### config.mk
export PLATFORM = sky130hd
export DESIGN_NAME = rom_check_top
export DESIGN_NICKNAME = d
export VERILOG_FILES = /design/src/rom_stream_pkg.sv /design/src/rom_status_pkg.sv /design/src/rom_word_receiver.sv /design/src/rom_digest_engine.sv /design/src/rom_check_compare.sv /design/src/rom_result_sender.sv /design/src/rom_check_top.sv
export VERILOG_INCLUDE_DIRS = /design/src
export SDC_FILE = /design/constraint.sdc
export NUM_CORES = 1
export LEC_CHECK = 0
export ABC_AREA = 1
export BUFFER_PORTS_ARGS = -buffer_cell sky130_fd_sc_hd__clkbuf_2
export CORE_MARGIN = 10
export CORE_UTILIZATION = 45
export CTS_CLUSTER_DIAMETER = 150
export DETAILED_ROUTE_END_ITERATION = 10
export GPL_ROUTABILITY_DRIVEN = 1
export SETUP_SLACK_MARGIN = 0.02
export SLEW_MARGIN = 20
export SYNTH_ARGS = -nofsm -noshare
export SYNTH_HDL_FRONTEND = slang
export SYNTH_SLANG_ARGS = --single-unit
### constraint.sdc
create_clock -name clk_i -period 4.6 [get_ports clk_i]
set_input_delay 0.46 -clock clk_i [delete_from_list [all_inputs] [get_ports clk_i]]
set_output_delay 0.46 -clock clk_i [all_outputs]
set_load 0.01 [all_outputs]
### src/rom_check_defines.svh
// Image geometry and digest seed for the ROM checker, included by packages and RTL
`ifndef ROM_CHECK_DEFINES_SVH
`define ROM_CHECK_DEFINES_SVH

// Data words folded into the digest
`define ROM_DATA_WORDS 6

// 32-bit words in a digest
`define ROM_DIGEST_WORDS 2

// Whole image, data followed by expected digest
`define ROM_TOTAL_WORDS (`ROM_DATA_WORDS + `ROM_DIGEST_WORDS)

// Start value of every digest lane
`define ROM_DIGEST_SEED 32'h6A09_E667

`endif

### src/rom_stream_pkg.sv
// ROM word stream and digest types, imported by the receiver, engine and top level
`include "rom_check_defines.svh"

package rom_stream_pkg;

  // Word address inside one image
  typedef logic [2:0] rom_addr_t;

  // One word on the input link
  typedef struct packed {
    rom_addr_t   addr;
    logic [31:0] data;
  } rom_word_t;

  // Digest as an array of 32-bit words
  // Word 0 sits in the LSBs
  typedef logic [`ROM_DIGEST_WORDS-1:0][31:0] rom_digest_t;

endpackage

### src/rom_status_pkg.sv
// Check status types, used by the comparator, the result sender and the top level
package rom_status_pkg;

  // Multi-bit boolean
  // Only the two values below are legal
  typedef logic [3:0] mubi4_t;

  parameter mubi4_t MUBI4_TRUE  = 4'h6;
  parameter mubi4_t MUBI4_FALSE = 4'h9;

  // Verdict offered to the downstream consumer
  typedef struct packed {
    mubi4_t good;
    logic   alert;
  } rom_result_t;

  // Single-bit to multi-bit boolean
  function automatic mubi4_t mubi4_from_bool(logic b);
    return b ? MUBI4_TRUE : MUBI4_FALSE;
  endfunction

endpackage

### src/rom_word_receiver.sv
// Input side of the ROM checker: four-phase word receiver with order check and start pulse
`include "rom_check_defines.svh"

module rom_word_receiver (
  input  logic                        clk_i,
  input  logic                        rst_ni,
  input  logic                        rom_req_i,
  input  rom_stream_pkg::rom_word_t   rom_word_i,
  output logic                        rom_ack_o,
  output logic                        word_valid_o,
  output logic [31:0]                 word_data_o,
  output rom_stream_pkg::rom_digest_t exp_digest_o,
  output logic                        seq_error_o,
  output logic                        start_o
);
  import rom_stream_pkg::*;

  localparam int DigIdxW = ($clog2(`ROM_DIGEST_WORDS) > 0) ? $clog2(`ROM_DIGEST_WORDS) : 1;
  localparam rom_addr_t FirstDigAddr = rom_addr_t'(`ROM_DATA_WORDS);
  localparam rom_addr_t LastAddr     = rom_addr_t'(`ROM_TOTAL_WORDS - 1);

  logic               ack_q;
  logic               capture;
  logic               ack_release;
  rom_addr_t          cnt_q;
  logic               last_seen_q;
  logic               seq_error_q;
  logic               start_q;
  rom_digest_t        exp_digest_q;
  rom_addr_t          dig_off;
  logic [DigIdxW-1:0] dig_idx;

  // New request while ack is low, word taken on this edge
  assign capture     = rom_req_i && !ack_q;
  // Source has dropped req, finish the handshake
  assign ack_release = ack_q && !rom_req_i;

  // Position inside the expected digest
  assign dig_off = cnt_q - FirstDigAddr;
  assign dig_idx = dig_off[DigIdxW-1:0];

  always_ff @(posedge clk_i or negedge rst_ni) begin
    if (!rst_ni) begin
      ack_q       <= 1'b0;
      cnt_q       <= '0;
      last_seen_q <= 1'b0;
      seq_error_q <= 1'b0;
      start_q     <= 1'b0;
    end else begin
      start_q <= 1'b0;
      if (capture) begin
        ack_q <= 1'b1;
        cnt_q <= (cnt_q == LastAddr) ? '0 : cnt_q + rom_addr_t'(1);
        // Last word of the image, start once its handshake is over
        if (cnt_q == LastAddr) begin
          last_seen_q <= 1'b1;
        end
        // Out-of-order word is still consumed, error is sticky
        if (rom_word_i.addr != cnt_q) begin
          seq_error_q <= 1'b1;
        end
      end
      if (ack_release) begin
        ack_q <= 1'b0;
        if (last_seen_q) begin
          start_q     <= 1'b1;
          last_seen_q <= 1'b0;
        end
      end
    end
  end

  // Expected digest words, routed by position in the stream
  always_ff @(posedge clk_i) begin
    if (capture && (cnt_q >= FirstDigAddr)) begin
      exp_digest_q[dig_idx] <= rom_word_i.data;
    end
  end

  // Data words go straight to the engine in the capture cycle
  assign word_valid_o = capture && (cnt_q < FirstDigAddr);
  assign word_data_o  = rom_word_i.data;

  assign rom_ack_o    = ack_q;
  assign exp_digest_o = exp_digest_q;
  assign seq_error_o  = seq_error_q;
  assign start_o      = start_q;

endmodule

### src/rom_digest_engine.sv
// Digest engine of the ROM checker: rotate-xor fold of data words into interleaved lanes
`include "rom_check_defines.svh"

module rom_digest_engine (
  input  logic                        clk_i,
  input  logic                        rst_ni,
  input  logic                        word_valid_i,
  input  logic [31:0]                 word_data_i,
  output rom_stream_pkg::rom_digest_t digest_o
);
  import rom_stream_pkg::*;

  localparam int LaneW = ($clog2(`ROM_DIGEST_WORDS) > 0) ? $clog2(`ROM_DIGEST_WORDS) : 1;
  localparam logic [LaneW-1:0] LastLane = LaneW'(`ROM_DIGEST_WORDS - 1);

  rom_digest_t      digest_q;
  logic [LaneW-1:0] lane_q;
  logic [31:0]      lane_word;
  logic [31:0]      folded;

  // Current lane value
  assign lane_word = digest_q[lane_q];

  // Rotate left by 5, then mix in the new word
  assign folded = {lane_word[26:0], lane_word[31:27]} ^ word_data_i;

  always_ff @(posedge clk_i or negedge rst_ni) begin
    if (!rst_ni) begin
      digest_q <= {`ROM_DIGEST_WORDS{`ROM_DIGEST_SEED}};
      lane_q   <= '0;
    end else if (word_valid_i) begin
      digest_q[lane_q] <= folded;
      // Word k lands in lane k mod ROM_DIGEST_WORDS
      lane_q <= (lane_q == LastLane) ? '0 : lane_q + 1'b1;
    end
  end

  assign digest_o = digest_q;

endmodule

### src/rom_check_compare.sv
// Digest comparator of the ROM checker: sparse FSM walking both digests, with consistency alert
`include "rom_check_defines.svh"

module rom_check_compare (
  input  logic                        clk_i,
  input  logic                        rst_ni,
  input  logic                        start_i,
  input  rom_stream_pkg::rom_digest_t digest_i,
  input  rom_stream_pkg::rom_digest_t exp_digest_i,
  output logic                        done_o,
  output rom_status_pkg::mubi4_t      good_o,
  output logic                        alert_o
);
  import rom_status_pkg::*;

  localparam int AW = ($clog2(`ROM_DIGEST_WORDS) > 0) ? $clog2(`ROM_DIGEST_WORDS) : 1;
  localparam logic [AW-1:0] LastAddr = AW'(`ROM_DIGEST_WORDS - 1);

  // Sparse encoding, pairwise Hamming distance of at least 3
  typedef enum logic [4:0] {
    Waiting  = 5'b00100,
    Checking = 5'b10010,
    Done     = 5'b11001
  } state_e;

  state_e        state_q;
  state_e        state_d;
  logic [AW-1:0] addr_q;
  logic          matches_q;
  logic          matches_d;
  logic          word_eq;
  mubi4_t        good_q;
  logic [31:0]   digest_word;
  logic [31:0]   exp_word;
  logic          fsm_alert;
  logic          start_alert;
  logic          wait_addr_alert;
  logic          done_addr_alert;

  // Waiting until start, one word per cycle in Checking, then stuck in Done
  always_comb begin
    state_d   = state_q;
    fsm_alert = 1'b0;
    unique case (state_q)
      Waiting: begin
        if (start_i) begin
          state_d = Checking;
        end
      end
      Checking: begin
        if (addr_q == LastAddr) begin
          state_d = Done;
        end
      end
      Done: begin
        // Terminal
      end
      default: fsm_alert = 1'b1;
    endcase
  end

  // Word under comparison
  assign digest_word = digest_i[addr_q];
  assign exp_word    = exp_digest_i[addr_q];
  assign word_eq     = (digest_word == exp_word);

  // Mismatch is sticky, only Checking may change it
  assign matches_d = (state_q == Checking) ? (matches_q && word_eq) : matches_q;

  always_ff @(posedge clk_i or negedge rst_ni) begin
    if (!rst_ni) begin
      state_q   <= Waiting;
      addr_q    <= '0;
      matches_q <= 1'b1;
      good_q    <= MUBI4_FALSE;
    end else begin
      state_q <= state_d;
      // Stops at the last word
      if ((state_q == Checking) && (addr_q != LastAddr)) begin
        addr_q <= addr_q + 1'b1;
      end
      matches_q <= matches_d;
      // Valid alongside matches, so it is final when done rises
      good_q    <= mubi4_from_bool(matches_d);
    end
  end

  // Start is only legal in Waiting
  assign start_alert     = start_i && (state_q != Waiting);
  // Counter must agree with the state
  assign wait_addr_alert = (state_q == Waiting) && (addr_q != '0);
  assign done_addr_alert = (state_q == Done) && (addr_q != LastAddr);

  assign done_o  = (state_q == Done);
  assign good_o  = good_q;
  assign alert_o = fsm_alert | start_alert | wait_addr_alert | done_addr_alert;

endmodule

### src/rom_result_sender.sv
// Output side of the ROM checker: latches the verdict and offers it once over four-phase req/ack
module rom_result_sender (
  input  logic                        clk_i,
  input  logic                        rst_ni,
  input  logic                        done_i,
  input  rom_status_pkg::mubi4_t      good_i,
  input  logic                        cmp_alert_i,
  input  logic                        seq_error_i,
  output logic                        res_req_o,
  input  logic                        res_ack_i,
  output rom_status_pkg::rom_result_t res_o
);
  import rom_status_pkg::*;

  typedef enum logic [1:0] {
    Idle  = 2'b00,
    Offer = 2'b01,
    Sent  = 2'b10
  } state_e;

  state_e      state_q;
  rom_result_t res_q;
  logic        alert_in;

  // Both alert sources merge into one flag
  assign alert_in = cmp_alert_i | seq_error_i;

  always_ff @(posedge clk_i or negedge rst_ni) begin
    if (!rst_ni) begin
      state_q     <= Idle;
      res_q.good  <= MUBI4_FALSE;
      res_q.alert <= 1'b0;
    end else begin
      unique case (state_q)
        Idle: begin
          // First rise of done, req goes high on the same edge
          if (done_i) begin
            res_q.good  <= good_i;
            res_q.alert <= alert_in;
            state_q     <= Offer;
          end
        end
        Offer: begin
          // Late alerts still count until the sink answers
          res_q.alert <= res_q.alert | alert_in;
          if (res_ack_i) begin
            state_q <= Sent;
          end
        end
        Sent: begin
          // One verdict per reset
        end
        default: state_q <= Idle;
      endcase
    end
  end

  assign res_req_o = (state_q == Offer);
  assign res_o     = res_q;

endmodule

### src/rom_check_top.sv
// Top level of the ROM integrity checker, joining receiver, digest engine, comparator and sender
module rom_check_top (
  input  logic                        clk_i,
  input  logic                        rst_ni,
  input  logic                        rom_req_i,
  input  rom_stream_pkg::rom_word_t   rom_word_i,
  output logic                        rom_ack_o,
  output logic                        res_req_o,
  input  logic                        res_ack_i,
  output rom_status_pkg::rom_result_t res_o
);
  import rom_stream_pkg::*;
  import rom_status_pkg::*;

  logic        word_valid;
  logic [31:0] word_data;
  rom_digest_t exp_digest;
  rom_digest_t digest;
  logic        seq_error;
  logic        start;
  logic        done;
  mubi4_t      good;
  logic        cmp_alert;

  // Input handshake and word routing
  rom_word_receiver u_receiver (
    .clk_i,
    .rst_ni,
    .rom_req_i,
    .rom_word_i,
    .rom_ack_o,
    .word_valid_o (word_valid),
    .word_data_o  (word_data),
    .exp_digest_o (exp_digest),
    .seq_error_o  (seq_error),
    .start_o      (start)
  );

  rom_digest_engine u_engine (
    .clk_i,
    .rst_ni,
    .word_valid_i (word_valid),
    .word_data_i  (word_data),
    .digest_o     (digest)
  );

  rom_check_compare u_compare (
    .clk_i,
    .rst_ni,
    .start_i      (start),
    .digest_i     (digest),
    .exp_digest_i (exp_digest),
    .done_o       (done),
    .good_o       (good),
    .alert_o      (cmp_alert)
  );

  // Verdict towards the downstream consumer
  rom_result_sender u_sender (
    .clk_i,
    .rst_ni,
    .done_i      (done),
    .good_i      (good),
    .cmp_alert_i (cmp_alert),
    .seq_error_i (seq_error),
    .res_req_o,
    .res_ack_i,
    .res_o
  );

endmodule

; ---- Word level (Yosys, flattened, before mapping)
; Index checks and enable logic that the tools add are counted.
; W data, S select, Z words.
[classes]
muxes = 33
eq_ne = 13
n_lt_le_gt_ge = 7
bitwise_logic = 8
reduce_logical = 23
addsub = 4
[ops]
columns = op, count
row1 = $mux W32, 8
row2 = $bwmux W64, 2
row3 = $demux W32 S1, 2
row4 = $eq A32 B32 Y1, 1
row5 = $xor A32 B32 Y32, 1
row6 = $mux W1, 12
row7 = $logic_and A1 B1 Y1, 11
row8 = $eq A5 B5 Y1 const B, 2
row9 = $mux W5, 2
row10 = $pmux W5 S2, 1
row11 = $lt A1 B2 Y1 const B, 3
row12 = $pmux W2 S3, 1
row13 = $reduce_and A2 Y1, 3
row14 = $reduce_and A3 Y1, 2
row15 = $reduce_bool A2 Y1, 3
row16 = $eq A5 B3 Y1 const B, 1
row17 = $ne A5 B3 Y1 const B, 1
row18 = $or A1 B1 Y1, 5
row19 = $mux W2, 2
row20 = $mux W4, 1
row21 = $ne A2 B1 Y1 const B, 2
row22 = $ne A2 B2 Y1 const B, 2
row23 = $add A3 B1 Y3 const B, 1
row24 = $eq A3 B3 Y1 const B, 1
row25 = 14 further kinds, 18
[word_totals]
reg_bits = 154
word_cells = 105
input_bits = 39

; ---- Depth between registers and ports, before layout
[depth]
ltp_word = 9
depth_mapped = 11

; ---- By module
; A second synthesis with hierarchy kept.
[unflattened]
hier_cells = 962
hier_area_um2 = 7893.8
[by_module_without_submodules]
columns = mod, area_per_inst_um2, cells_per_inst, instances, seq_area_each_um2
row1 = rom_digest_engine, 3764.9, 578, 1, 1666.6
row2 = rom_word_receiver, 2542.4, 144, 1, 2097.0
row3 = rom_check_compare, 1285.0, 207, 1, 203.9
row4 = rom_result_sender, 301.5, 33, 1, 177.7

; ---- Least setup slack after synthesis
; No wires, ideal clock.
[synth_timing]
kind = register to register
from = register u_receiver.ack_q (netlist: u_receiver.rom_ack_o)
to = register u_receiver.exp_digest_q (netlist bit u_receiver.exp_digest_o[32]) (enable)
stages_incl_launch_ff = 6
arrival_ns = 3.087
setup_slack_ns = 1.052
cell_sequence = dfrtp_1 > inv_1 > ha_1 > buf_2 > inv_1 > nor3_1
[synth_via]
elab_chain_len = 3
[synth_lines]
columns = element, line
row1 = "start, declared", rom_word_receiver.sv:22  ; logic ack_q;
row2 = "start signal, assigned", rom_word_receiver.sv:44  ; ack_q <= 1'b0;
row3 = "start signal, assigned", rom_word_receiver.sv:52  ; ack_q <= 1'b1;
row4 = "start signal, assigned", rom_word_receiver.sv:64  ; ack_q <= 1'b0;
row5 = $logic_not A1 Y1, rom_word_receiver.sv:34  ; assign capture = rom_req_i && !ack_q;
row6 = $logic_and A1 B1 Y1, rom_word_receiver.sv:34
row7 = via u_receiver.capture, rom_word_receiver.sv:23  ; logic capture;
row8 = $logic_and A1 B1 Y1, rom_word_receiver.sv:75  ; if (capture && (cnt_q >= FirstDigAddr)) begin
row9 = "end signal, assigned by index", rom_word_receiver.sv:76  ; exp_digest_q[dig_idx] <= rom_word_i.data;
row10 = "end, declared", rom_word_receiver.sv:29  ; rom_digest_t exp_digest_q;
; The timed path passes the listed nets, and every way through them passes these cells.
; A chain may end at the register's enable or synchronous reset.

; ---- Worst setup path after layout
[layout_timing]
from = register u_receiver.ack_q (netlist: u_receiver.rom_ack_o)
to = register u_engine.digest_q (netlist bit u_engine.digest_o[15])
[layout_via]
elab_chain_len = 3
[layout_lines]
columns = element, line
row1 = $logic_not A1 Y1, rom_word_receiver.sv:34
row2 = $logic_and A1 B1 Y1, rom_word_receiver.sv:34
row3 = via u_receiver.capture, rom_word_receiver.sv:23
row4 = $logic_and A1 B1 Y1, rom_word_receiver.sv:81  ; assign word_valid_o = capture && (cnt_q < FirstDigAddr);
row5 = "end signal, assigned", rom_digest_engine.sv:29  ; digest_q <= {`ROM_DIGEST_WORDS{`ROM_DIGEST_SEED}};
row6 = "end signal, assigned by index", rom_digest_engine.sv:32  ; digest_q[lane_q] <= folded;
row7 = "end, declared", rom_digest_engine.sv:16  ; rom_digest_t digest_q;
; The timed path passes the listed nets, and every way through them passes these cells.

==> run_results.csv <==
group,metric,value,unit
placed_design,placement.io_buffers,45,
route,wire_per_inst,15.98,µm
floorplan,core_area,0.01470,mm²
synth,avgSynthCellArea,10.36,µm²
timing,slew_violations,0,
worst_setup_path,required,4.95,ns
synth,synth_nets,701,
clock_network,cts.repair.resized,0,
worst_setup_path,r2r_cells,7,
synth,synthCells,658,
clock_network,post_cts_buffers,0,
finish,n_antenna_cell,0,
finish,area_delta_synth_final,15.35,%
placed_design,place_inst,871,
route,firstDrtPassIters,4,
synth,synth.top_cell.area_share,28.20,%
finish,finalNetCount,751,
timing,finalClockSkew,0.009522,ns
grt,grt-ovfl-total,0,
synth,synth.distinct_cells,27,
floorplan,dieArea,0.02047,mm²
floorplan,initial_core_util,46.37,%
clock_network,hold_buffers,0,
timing,min_period,2.324,ns
timing,slew_headroom,37.37,%
finish,drive_gt1_share,19.28,%
worst_setup_path,cp.arrival,2.68,ns
timing,timing.final.hold_violations,0,
worst_setup_path,critical_path.startpoint_type,"register",
power_and_ir_drop,leakagePower,3.359,nW
placed_design,gp_congestion,0.8121,
timing,fin_setup_tns,0,ns
route,drt_wl_total,14460,µm
job,drv_cap,0,
timing,fmax,0.4303,GHz
placed_design,hpwl,10040,µm
synth,ys_async_sr_fraction,57.05,%
worst_setup_path,endpoint_kind,"register",
clock_network,clock_latency,0.43,ns
clock_network,clockBufferDepth,2,
clock_network,cts.sinks,149,
synth,synth.largest_area_cell,"edfxtp_1",
worst_setup_path,cp_max_fo,43,
grt,grt_pass1_wl,23820,µm
route,drc,0,
timing,setup_viol,0,
route,vias_per_cell,4.867,
grt,first_global_vias,4551,
power_and_ir_drop,p_per_area,635.9,mW/mm²
status,status,"finished clean",
clock_network,cts_made_buffers,17,
route,vias,4405,
synth,synth_seq_cells,149,
power_and_ir_drop,ir_worst_vdd,0.2628,mV
synth,synth_edf_count,64,
floorplan,die_y,143.1,µm
synth,ys_top_cells_by_area,"edfxtp_1 28%, dfrtp_1 18%, dfstp_2 14%, nand2_1 9.0%, xor2_1 5.5%",
timing,tightestPinTransition,0.9373,ns
route,first_iter_violations,351,
synth,synth-main-ff-cell,"edfxtp_1",
floorplan,dieWidth,143.1,µm
grt,grtUsageTotal,15.11,%
clock_network,clk_pin_slew,0.06,ns
timing,rsz0062_at_grt,"no",
clock_network,htreeDepth,4,
grt,grt_max_degree,51,
synth,yosysWarnings,0,
synth,synth.cell_area,0.006815,mm²
worst_hold_path,hp-class,"in -> async",
worst_setup_path,path_class,"reg -> reg",
floorplan,num_rows,44,
clock_network,cts_tree,"yes",
grt,antenna_found_initial,0,
floorplan,num_io_pins,46,
timing,timing.final.crit_share,50.52,%
route,final_antenna_net_count,0,
clock_network,cts-root-buf,"clkbuf_16",
synth,ys_seq_area_share,60.07,%
finish,final_cells,905,
## Yosys cell counts (2+ instances only)
library cell / n
inv_1: 75
nand2_1: 164
xnor2_1: 37
clkbuf_1: 5
buf_4: 7
nor3_1: 3
a21oi_1: 3
dfstp_2: 36
o21ai_1: 16
mux2_1: 8
nand3_1: 14
xor2_1: 43
mux2_2: 16
edfxtp_1: 64
nor2_2: 2
buf_2: 8
dfrtp_1: 49
ha_1: 4
or2_2: 3
o21ai_0: 62
nor2_1: 30
nand4_1: 4
## final timing paths
| check | end | slack, ns | from |
|---|---|---|---|
| setup / recovery | u_engine.digest_o[15] | 2.28 | u_receiver.rom_ack_o |
| hold / removal | u_engine.digest_o[8] | 0.06 | rst_ni |
| setup reg to reg | u_engine.digest_o[15] | 2.28 | u_receiver.rom_ack_o |
| hold reg to reg | u_sender.res_o[1] | 0.45 | u_compare.good_o[0] |
| max in group asynchronous | u_sender.res_o[1] | 3.57 | rst_ni |
| min in group clk_i | u_sender.state_q[0] | 0.22 | res_ack_i |
## registers in the layout (all words and copies together), names as in the netlist
register / cells
u_engine.digest_o: 64
u_receiver.exp_digest_o: 64
u_compare.state_q: 4
u_receiver.cnt_q: 3
u_sender.res_o: 3
u_compare.good_o: 2
u_sender.state_q: 2
u_compare.addr_q: 1
u_compare.matches_q: 1
u_engine.lane_q: 1
u_receiver.last_seen_q: 1
u_receiver.rom_ack_o: 1
u_receiver.seq_error_o: 1
u_receiver.start_o: 1
## cell type report
class                   count  area (µm²)
fillers                  1294        6838
flip-flops and latches    149        4095
multi-input cells         413        2347
clock buffers              21       440.4
repair buffers             51       305.3
inverters                  76       285.3
well taps                 184       230.2
clock inverters            11       157.7
## logic make-up after synthesis
logic type	synth area share (%)
compound gates	6.279
xor+xnor	10.28
fa+ha+maj	0.7344
buf+inv	5.820
flops	60.07
mux	3.965
simple gates	12.85
## report_power, final
part	internal [W]	switching (W)
sequential	0.00183	0.000263
combinational	0.000605	0.000883
clock	0.000900	0.000516
total	0.00334	0.00166
## stage by stage
stage	util (%)	hold WS (ns)	instance area [µm²]	worst slack (ns)	power, W
finish	53.48	0.05745	7861	2.276	0.004999
global route	53.48	0.1178	7861	2.026	0.005342
CTS	53.16	0.09115	7814	2.166	0.005034
detailed placement	49.09	0.4435	7216	2.071	0.003598
global placement	49.09	0.4298	7216	2.118	0.003545
floorplan	-	0.1644	6815	1.052	0.003186
## placed cells by master, fill, tap and decap left out, drive strengths merged
| cell | n |
|---|---|
| inv | 76 |
| clkbuf | 65 |
| xor2 | 43 |
| o21ai | 78 |
| nand2 | 164 |
| nor2 | 32 |
| bufinv | 4 |
| nor3 | 3 |
| ha | 4 |
| a21o | 1 |
| buf | 7 |
| or2 | 3 |
| a211oi | 1 |
| xnor2 | 37 |
| o31ai | 1 |
| nor4 | 1 |
| dfrtp | 49 |
| dfstp | 36 |
| clkinv | 7 |
| nand3 | 14 |
| mux2 | 24 |
| edfxtp | 64 |
| nand4 | 4 |
| a21oi | 3 |
## worst max-delay path, stage by stage (launching register included)
cell and delay, ns:
dfrtp_1 0.40, inv_1 0.06, ha_1 0.30, nand2_1 0.19
nor2_4 0.74, buf_4 0.38, nand2_1 0.07, o21ai_0 0.07
## per-layer routing
layer	vias up	part of all wire, %	track usage [%]
li1	2212	-	-
met1	2107	46	19.74
met2	68	48	24.11
met3	18	4.1	3.449
met4	0	1.2	5.375
met5	-	0	0
No activity file was read; power rests on OpenSTA's default activity.
